==> src/rtl/qkv_pkg.sv <==
/*
 * Widths and word types shared by the projection engine and its testbench.
 * Import with qkv_pkg::* in the module header.
 */
package qkv_pkg;

	//----------------------------------------------------------------------
	// SRAM geometry
	//----------------------------------------------------------------------
	localparam int addr_w = 16;
	localparam int data_w = 32;

	typedef logic [addr_w-1:0]   addr_t;
	typedef logic [data_w-1:0]   data_t;
	typedef logic [data_w/2-1:0] dim_t;   // one matrix dimension

	//----------------------------------------------------------------------
	// one SRAM word, either a header or a matrix element
	//----------------------------------------------------------------------
	typedef union packed {
		struct packed {
			dim_t rows;   // upper half word
			dim_t cols;   // lower half word
		} hdr;
		data_t elem;      // plain integer element
	} sram_word_u;

endpackage

==> src/rtl/mat_ctrl_if.sv <==
/*
 * Control and status strobes between the job FSM and the datapath blocks.
 * One modport per block; all signals are single-bit and cycle aligned.
 */
`timescale 1ns/1ps

interface mat_ctrl_if;

	// driven by the FSM
	logic load_dims;   // header words on the read data buses
	logic issue;       // operand address pair on the read ports
	logic acc_en;      // operand data valid this cycle
	logic write_last;  // accumulate total is final this cycle

	// driven by the operand fetch
	logic k_last;      // pair being issued closes its element
	logic all_last;    // pair being issued closes the job

	modport ctrl (
		output load_dims,
		output issue,
		output acc_en,
		output write_last,
		input  k_last,
		input  all_last
	);

	modport fetch (
		input  load_dims,
		input  issue,
		output k_last,
		output all_last
	);

	modport mac (
		input acc_en,
		input write_last
	);

	modport writer (
		input load_dims,
		input acc_en,
		input write_last
	);

endinterface

==> src/rtl/qkv_ctrl.sv <==
/*
 * Job FSM of the projection engine. Sequences header read, dimension load,
 * operand issue and pipeline drain, and owns dut_ready.
 */
`timescale 1ns/1ps

module qkv_ctrl (
	input  logic clk,
	input  logic reset_n,
	input  logic dut_valid,
	output logic dut_ready,
	mat_ctrl_if.ctrl ctl
);

	typedef enum logic [2:0] {
		ST_IDLE,
		ST_HEADER,   // header address on the read ports
		ST_LOAD,     // header data on the read buses
		ST_RUN,      // one operand pair per cycle
		ST_DRAIN     // mac and write stages empty out
	} state_t;

	state_t state;
	state_t state_next;
	logic   drain_cnt;

	//----------------------------------------------------------------------
	// next state
	//----------------------------------------------------------------------
	always_comb begin
		state_next = state;
		case (state)
			ST_IDLE: begin
				if (dut_valid && dut_ready)
					state_next = ST_HEADER;
			end
			ST_HEADER: begin
				state_next = ST_LOAD;
			end
			ST_LOAD: begin
				state_next = ST_RUN;
			end
			ST_RUN: begin
				// last pair of the job goes out this cycle
				if (ctl.all_last)
					state_next = ST_DRAIN;
			end
			ST_DRAIN: begin
				if (drain_cnt)
					state_next = ST_IDLE;
			end
			default: begin
				state_next = ST_IDLE;
			end
		endcase
	end

	//----------------------------------------------------------------------
	// state, drain count and ready
	//----------------------------------------------------------------------
	always_ff @(posedge clk) begin
		if (!reset_n) begin
			state     <= ST_IDLE;
			drain_cnt <= 1'b0;
			dut_ready <= 1'b0;
		end else begin
			state     <= state_next;
			dut_ready <= (state_next == ST_IDLE);   // high only while idle

			if (state == ST_DRAIN)
				drain_cnt <= ~drain_cnt;
			else
				drain_cnt <= 1'b0;
		end
	end

	// strobes decoded straight from the state
	assign ctl.load_dims = (state == ST_LOAD);
	assign ctl.issue     = (state == ST_RUN);

	//----------------------------------------------------------------------
	// delayed strobes, aligned with the read data
	//----------------------------------------------------------------------
	always_ff @(posedge clk) begin
		if (!reset_n) begin
			ctl.acc_en     <= 1'b0;
			ctl.write_last <= 1'b0;
		end else begin
			ctl.acc_en     <= ctl.issue;
			ctl.write_last <= ctl.issue & ctl.k_last;   // closes an element next cycle
		end
	end

endmodule

==> src/rtl/operand_fetch.sv <==
/*
 * Dimension registers, p/i/j/k loop counters and the input and weight
 * read addresses. One address pair goes out per issue cycle.
 */
`timescale 1ns/1ps

module operand_fetch import qkv_pkg::*; #(
	parameter int num_proj = 3
) (
	input  logic  clk,
	input  logic  reset_n,
	input  data_t input_read_data,
	input  data_t weight_read_data,
	output addr_t input_read_address,
	output addr_t weight_read_address,
	mat_ctrl_if.fetch ctl
);

	sram_word_u in_hdr;
	sram_word_u w_hdr;
	dim_t       rows_i, cols_i, cols_w;
	dim_t       p, i, j, k;
	addr_t      row_base;   // input row start
	addr_t      col_base;   // weight column start
	addr_t      mat_base;   // weight matrix start
	logic       k_end, j_end, i_end, p_end;

	assign in_hdr = input_read_data;
	assign w_hdr  = weight_read_data;

	// rows_w equals cols_i, so only three dimensions are kept
	always_ff @(posedge clk) begin
		if (ctl.load_dims) begin
			rows_i <= in_hdr.hdr.rows;
			cols_i <= in_hdr.hdr.cols;
			cols_w <= w_hdr.hdr.cols;
		end
	end

	assign k_end = (k == cols_i - dim_t'(1));
	assign j_end = (j == cols_w - dim_t'(1));
	assign i_end = (i == rows_i - dim_t'(1));
	assign p_end = (p == dim_t'(num_proj - 1));

	assign ctl.k_last   = k_end;
	assign ctl.all_last = k_end & j_end & i_end & p_end;

	//----------------------------------------------------------------------
	// nested counters and running addresses
	//----------------------------------------------------------------------
	always_ff @(posedge clk) begin
		if (!reset_n) begin
			{p, i, j, k} <= '0;
			input_read_address  <= '0;
			weight_read_address <= '0;
			row_base <= '0;
			col_base <= '0;
			mat_base <= '0;
		end else if (ctl.load_dims) begin
			{p, i, j, k} <= '0;
			input_read_address  <= addr_t'(1);   // first element after header
			weight_read_address <= addr_t'(1);
			row_base <= addr_t'(1);
			col_base <= addr_t'(1);
			mat_base <= addr_t'(1);
		end else if (ctl.issue) begin
			if (!k_end) begin
				k <= k + dim_t'(1);
				input_read_address  <= input_read_address + addr_t'(1);
				weight_read_address <= weight_read_address + cols_w;   // down the column
			end else begin
				k <= '0;
				if (!j_end) begin
					// same input row, next weight column
					j <= j + dim_t'(1);
					input_read_address  <= row_base;
					weight_read_address <= col_base + addr_t'(1);
					col_base <= col_base + addr_t'(1);
				end else begin
					j <= '0;
					if (!i_end) begin
						i <= i + dim_t'(1);
						input_read_address  <= row_base + cols_i;
						row_base            <= row_base + cols_i;
						weight_read_address <= mat_base;
						col_base            <= mat_base;
					end else begin
						i <= '0;
						if (!p_end) begin
							// next matrix starts right after the last weight
							p <= p + dim_t'(1);
							input_read_address  <= addr_t'(1);
							row_base            <= addr_t'(1);
							weight_read_address <= weight_read_address + addr_t'(1);
							col_base            <= weight_read_address + addr_t'(1);
							mat_base            <= weight_read_address + addr_t'(1);
						end else begin
							p <= '0;
							input_read_address  <= '0;   // back to header
							weight_read_address <= '0;
						end
					end
				end
			end
		end
	end

endmodule

==> src/rtl/mac_unit.sv <==
/*
 * 32-bit integer multiply-accumulate with wrap-around.
 * Sum is combinational, the accumulator updates on acc_en.
 */
`timescale 1ns/1ps

module mac_unit import qkv_pkg::*; (
	input  logic  clk,
	input  logic  reset_n,
	input  data_t input_read_data,
	input  data_t weight_read_data,
	output data_t mac_sum,
	mat_ctrl_if.mac ctl
);

	sram_word_u in_op;
	sram_word_u w_op;
	data_t      acc;

	assign in_op = input_read_data;
	assign w_op  = weight_read_data;

	// product and sum both truncated to 32 bits
	assign mac_sum = in_op.elem * w_op.elem + acc;

	always_ff @(posedge clk) begin
		if (!reset_n) begin
			acc <= '0;
		end else if (ctl.acc_en) begin
			if (ctl.write_last)
				acc <= '0;   // element done, start the next from zero
			else
				acc <= mac_sum;
		end
	end

endmodule

==> src/rtl/result_writer.sv <==
/*
 * Result SRAM write port. Captures each finished element and writes it
 * to the next address in order, one pulse per element.
 */
`timescale 1ns/1ps

module result_writer import qkv_pkg::*; (
	input  logic  clk,
	input  logic  reset_n,
	input  data_t mac_sum,
	output logic  result_write_enable,
	output addr_t result_write_address,
	output data_t result_write_data,
	mat_ctrl_if.writer ctl
);

	addr_t wr_ptr;    // next result address
	logic  wr_fire;

	assign wr_fire = ctl.acc_en & ctl.write_last;

	always_ff @(posedge clk) begin
		if (!reset_n) begin
			wr_ptr               <= '0;
			result_write_enable  <= 1'b0;
			result_write_address <= '0;
			result_write_data    <= '0;
		end else begin
			result_write_enable <= wr_fire;

			if (ctl.load_dims)
				wr_ptr <= '0;   // every job writes from address 0
			else if (wr_fire)
				wr_ptr <= wr_ptr + addr_t'(1);

			if (wr_fire) begin
				result_write_address <= wr_ptr;
				result_write_data    <= mac_sum;
			end
		end
	end

endmodule

==> src/rtl/qkv_top.sv <==
/*
 * Top level of the Q/K/V projection engine with plain SRAM ports.
 * Connects the job FSM to operand fetch, MAC and result writer.
 */
`timescale 1ns/1ps

module qkv_top import qkv_pkg::*; #(
	parameter int num_proj = 3
) (
	input  logic  clk,
	input  logic  reset_n,

	// job handshake
	input  logic  dut_valid,
	output logic  dut_ready,

	// input and weight SRAM read ports
	output addr_t input_read_address,
	input  data_t input_read_data,
	output addr_t weight_read_address,
	input  data_t weight_read_data,

	// result SRAM write port
	output logic  result_write_enable,
	output addr_t result_write_address,
	output data_t result_write_data
);

	data_t mac_sum;

	mat_ctrl_if ctl_if ();

	qkv_ctrl u_qkv_ctrl (
		.clk       (clk),
		.reset_n   (reset_n),
		.dut_valid (dut_valid),
		.dut_ready (dut_ready),
		.ctl       (ctl_if.ctrl)
	);

	operand_fetch #(
		.num_proj (num_proj)
	) u_operand_fetch (
		.clk                 (clk),
		.reset_n             (reset_n),
		.input_read_data     (input_read_data),
		.weight_read_data    (weight_read_data),
		.input_read_address  (input_read_address),
		.weight_read_address (weight_read_address),
		.ctl                 (ctl_if.fetch)
	);

	mac_unit u_mac_unit (
		.clk              (clk),
		.reset_n          (reset_n),
		.input_read_data  (input_read_data),
		.weight_read_data (weight_read_data),
		.mac_sum          (mac_sum),
		.ctl              (ctl_if.mac)
	);

	result_writer u_result_writer (
		.clk                  (clk),
		.reset_n              (reset_n),
		.mac_sum              (mac_sum),
		.result_write_enable  (result_write_enable),
		.result_write_address (result_write_address),
		.result_write_data    (result_write_data),
		.ctl                  (ctl_if.writer)
	);

endmodule

==> config.mk <==
export PLATFORM = sky130hd
export DESIGN_NAME = qkv_top
export DESIGN_NICKNAME = d
export VERILOG_FILES = /design/src/rtl/qkv_pkg.sv /design/src/rtl/mat_ctrl_if.sv /design/src/rtl/qkv_ctrl.sv /design/src/rtl/operand_fetch.sv /design/src/rtl/mac_unit.sv /design/src/rtl/result_writer.sv /design/src/rtl/qkv_top.sv
export SDC_FILE = /design/constraint.sdc
export NUM_CORES = 2
export LEC_CHECK = 0
export BUFFER_PORTS_ARGS = -buffer_cell sky130_fd_sc_hd__buf_2
export CORE_UTILIZATION = 60
export CTS_CLUSTER_SIZE = 14
export DETAILED_ROUTE_END_ITERATION = 6
export PLACE_DENSITY = 0.78
export SYNTH_ARGS = -nofsm -noshare
export SYNTH_HDL_FRONTEND = slang
export SYNTH_SLANG_ARGS = --single-unit
==> constraint.sdc <==
create_clock -name clk -period 19.8 [get_ports clk]
set_clock_uncertainty 0.2 [all_clocks]
set_input_delay 1.98 -clock clk [delete_from_list [all_inputs] [get_ports clk]]
set_output_delay 1.98 -clock clk [all_outputs]
set_load 0.01 [all_outputs]
# [Word-level counts from Yosys, hierarchy flattened]
# Index checks and enable logic that the tools add are counted.
[word_totals] reg_bits=296 in_bits=67 output_inout_bits=82 elab_cells=120
[classes] addsub=14 mul=1 eq_ne=13 n_mux=39 bitwise_logic=8 n_reduce_logical=18
[op_table] op="16-bit 2-to-1 mux" count=16
[op_table] op="16-bit by 1-bit adder with 16-bit output (second input constant)" count=8
[op_table] op="16-bit == test" count=3
[op_table] op="16-bit by 1-bit subtractor with 16-bit output (second input constant)" count=3
[op_table] op="16-bit adder" count=2
[op_table] op="32-bit adder" count=1
[op_table] op="32-bit by 32-bit multiplier with 32-bit output" count=1
[op_table] op="32-bit 2-to-1 mux" count=1
[op_table] op="1-bit 2-to-1 mux" count=18
[op_table] op="16-bit by 2-bit == test with 1-bit output (second input constant)" count=1
[op_table] op="3-bit one-hot mux with 5 select lines" count=1
[op_table] op="4-bit AND reduction" count=3
[op_table] op="5-bit AND reduction" count=2
[op_table] op="3-bit 2-to-1 mux" count=3
[op_table] op="3-bit AND reduction" count=3
[op_table] op="2-bit nonzero test" count=4
[op_table] op="3-bit by 2-bit == test with 1-bit output (second input constant)" count=2
[op_table] op="3-bit zero test" count=2
[op_table] op="3-bit inequality test (second input constant)" count=2
[op_table] op="1-bit AND" count=5
[op_table] op="2-bit inequality test (second input constant)" count=2
[op_table] op="4-bit inequality test (second input constant)" count=1
[op_table] op="2-bit AND reduction" count=2
[op_table] op="3-bit by 1-bit == test with 1-bit output (second input constant)" count=1
[op_table] op="other kinds (4)" count=6

# [Depth between registers and ports, before layout]
[logic_depth] ltp_word=8 mapped_depth=30

# [Modules after synthesis]
# A second synthesis with hierarchy kept.
[unflattened] cells_unflattened=3696 hier_area_um2=32528.7
[by_module_without_submodules] mod="mac_unit" instances=1 cells_per_inst=1972 area_each_um2=18012.3 seq_area_each_um2=640.6
[by_module_without_submodules] mod="operand_fetch" instances=1 cells_per_inst=1400 area_each_um2=11735.0 seq_area_each_um2=4324.1
[by_module_without_submodules] mod="result_writer" instances=1 cells_per_inst=298 area_each_um2=2493.6 seq_area_each_um2=1301.2
[by_module_without_submodules] mod="qkv_ctrl" instances=1 cells_per_inst=26 area_each_um2=287.8 seq_area_each_um2=140.1

# [Least setup slack after synthesis]
# No wires, ideal clock.
[synth_path] path_type="input port to flip-flop" startpoint="in weight_read_data[3]" endpoint="reg u_mac_unit.acc[31]" arrival_time_ps=8569 required_time_ps=19472 path_slack_ps=10904 stages=28 path_buffers=2 path_cell_list="clkbuf_1 clkbuf_1 and2_1 fa_1 inv_1 fa_1 inv_1 fa_1 inv_1 fa_1 inv_1 fa_1 fa_1 fa_1 inv_1 fa_1 inv_1 ha_1 a21o_1 a21oi_1 o21ai_0 or2_2 nor4_1 or3_1 a31oi_1 xnor2_1 a2bb2oi_1 nor2_1"
[synth_via] elab_chain_cells=3
[synth_rtl] item="start, declared" line_no="qkv_top.sv:21" text="input data_t weight_read_data,"
[synth_rtl] item="32-bit by 32-bit multiplier with 32-bit output" line_no="mac_unit.sv:24" text="assign mac_sum = in_op.elem * w_op.elem + acc;"
[synth_rtl] item="32-bit adder" line_no="mac_unit.sv:24"
[synth_rtl] item="32-bit 2-to-1 mux" line_no="mac_unit.sv:30" text="if (ctl.write_last)"
[synth_rtl] item="end signal, assigned" line_no="mac_unit.sv:33" text="acc <= mac_sum;"
[synth_rtl] item="end, declared" line_no="mac_unit.sv:18" text="data_t acc;"
# No other way between the ends.
# A chain may end at the register's enable or synchronous reset.

# [Worst setup path after layout]
[layout_path] startpoint="in weight_read_data[0]" endpoint="reg u_mac_unit.acc[31]"
# The elaborated chain is that of the path after synthesis.

==> run metrics <==
Tcrit/Tclk final 0.4583; top cells by area, synth fa_1 27%, dfxtp_1 15%, ha_1 6.4%; failing checks DRC; RR Startpoint u_mac_unit.acc[22]; Vias/cell 5.777; Rows 84; DRT antenna net count 0; die area 0.05467 sq mm; synthesized area 0.03224 sq mm; CTS max path bufs 3; Synth Instances 3,768; area leader, netlist fa_1; clock sink total 296; Min-Delay Path Class flop to flop; R2R depth 25; Area growth syn-to-layout 7.241%; critical path capture point type flop; CP startpoint kind primary input; Max-slew headroom 0.1983; hold path endpoint u_qkv_ctrl.drain_cnt; GRT overflow 0; Initial Utilization 0.6099; drt wl/cell 19.29 um; Post-DP HPWL 65,400 um; drt pass-1 iters 7; htree depth 2; Final Hold Vio Count 0; setup bufs post-CTS 0; sequential area share after synthesis 0.1987; Detailed Route Iter0 Violations 2,160; ys flop type dfxtp_1; initial antenna violation count 7; syn nets 4,441; register bit count reported by yosys 296; global-route wire length before repair 139,600 um; Detailed Route WL 87,190 um; worst reg2reg setup slack 12.44 ns; share of cells above drive strength 1 0.06876; CTS tree yes; Die Ht 233.8 um; critical path fanouts, max 33; hold path depth 1; Period minus WS final 9.075 ns; max_cap viols 0; Finish-stage setup viols 0; # DRC 30; RePlAce Congestion 0.9559; Seq. cell area 0.006406 sq mm; Top-Level Pins 149; Port Buffers 148; top-count cell post-synth inv_1; Worst Setup SP weight_read_data[0]; TritonCTS Buffers 36; area of the multi-input gates 0.02315 sq mm; outcome finished, violations left; RSZ-0062 raised after global routing false; Post-CTS Hold Buffers 0; min-delay src u_qkv_ctrl.drain_cnt; FMAX 110.2 MHz; TNS Setup 0 ns; GRT Total Usage 0.3283; Die Wd 233.8 um; Worst Tran Pin Value 1.198 ns; # nets final 4,470; largest net degree at the start of global routing 78; top cell type's share of synthesized area 0.2732; clock transition at the registers of the reported paths 0.06 ns; Pins Over Slew Limit 0; Largest regs u_mac_unit.acc x32, u_result_writer.result_write_data x32; commonest cells in the netlist 541 x inv_1, 508 x nand2_1, 440 x fa_1; syn_area_per_cell 8.557 sq um; vias in the first global route 26,290; routed vias 26,120; crit path kind primary input to flop; worst-skew pair later-pin latency 0.56 ns; WP data arrival 9.28 ns; Yosys cell types 78; Synth warnings 0; Root Buffer clkbuf_16; required time of the critical path 20.00 ns; core box area 0.05287 sq mm; # fillers 4,361; Async S/R FF share, synth 0; # resized after CTS 0; number of flops mapped to enable cells by yosys 48; reg2reg end u_mac_unit.acc[31]
layer usage:
layer	up-vias	track usage	share of wire
met5	-	0	0.00015
met4	2	0.1634	0.053
met3	254	0.04621	0.068
met2	1068	0.5525	0.48
met1	12770	0.4142	0.40
li1	12020	-	-
critical path, stage by stage:
cell and delay [ns]:
buf_2 0.49, nand2_1 0.18, fa_1 0.53, fa_1 0.55, inv_1 0.05, fa_1 0.49, inv_1 0.07, fa_1 0.53
inv_1 0.06, fa_1 0.49, fa_1 0.50, fa_1 0.49, inv_1 0.05, fa_1 0.48, inv_1 0.04, ha_1 0.33
a21o_1 0.23, a21oi_1 0.15, o21ai_0 0.14, or2_2 0.31, nor4_1 0.38, or3_1 0.19, a31oi_1 0.09, xnor2_1 0.20
a2bb2oi_1 0.19, nor2_1 0.07
cell families after synthesis:
| family | Yosys count | synth area share |
|---|---|---|
| AO/OA/AOI/OAI | 437 | 0.08231 |
| flip-flops | 296 | 0.1987 |
| AND/OR/NAND/NOR | 1410 | 0.2137 |
| adder cells (fa/ha/maj) | 606 | 0.3376 |
| XOR/XNOR | 268 | 0.07280 |
| buffers and inverters | 718 | 0.08464 |
| multiplexers | 33 | 0.01028 |
worst max path at each step:
stage / end / slack [ns] / depth (start not counted)
after floorplan: u_mac_unit.acc[31] / 10.90 / 28
after global placement: u_mac_unit.acc[29] / 10.41 / 26
after detailed placement: u_mac_unit.acc[31] / 10.19 / 26
after CTS: u_mac_unit.acc[31] / 10.77 / 26
after global routing: u_mac_unit.acc[29] / 10.26 / 26
final: u_mac_unit.acc[31] / 10.73 / 26
cell type report:
cell class,instances,share of cell area
well taps,688,0.02490
clock inverters,9,0.002533
clock buffers,57,0.03282
inverters,542,0.05884
diodes,8,0.0005790
multi-input cells,2754,0.6695
repair buffers,167,0.02555
flip-flops and latches,296,0.1853
metrics by stage:
stage	utilization	hold WS, ns	cells	instance area (sq um)	setup slack (ns)
2_1_floorplan	-	0.2016	3768	32240	10.90
3_3_place_gp	0.6306	0.2083	4447	33330	10.41
3_5_place_dp	0.6306	0.2164	4447	33330	10.19
4_1_cts	0.6537	0.2250	4513	34560	10.77
5_1_grt	0.6538	0.2341	4516	34560	10.26
6_report	0.6541	0.2215	4521	34580	10.73
placed cells by master, fill, tap and decap left out, types with 48 or more instances in the layout:
cell / count
o21ai_0: 77
dfxtp_1: 248
xnor2_1: 151
edfxtp_1: 48
a21oi_1: 192
nand2_1: 506
inv_1: 540
ha_1: 166
and2_1: 292
buf_2: 148
nand3_1: 89
nor2_1: 245
fa_1: 440
nor3_1: 53
xor2_1: 117
Power is not shown: default switching activity piles up to over one toggle a cycle in this logic, so the estimate is an artifact.
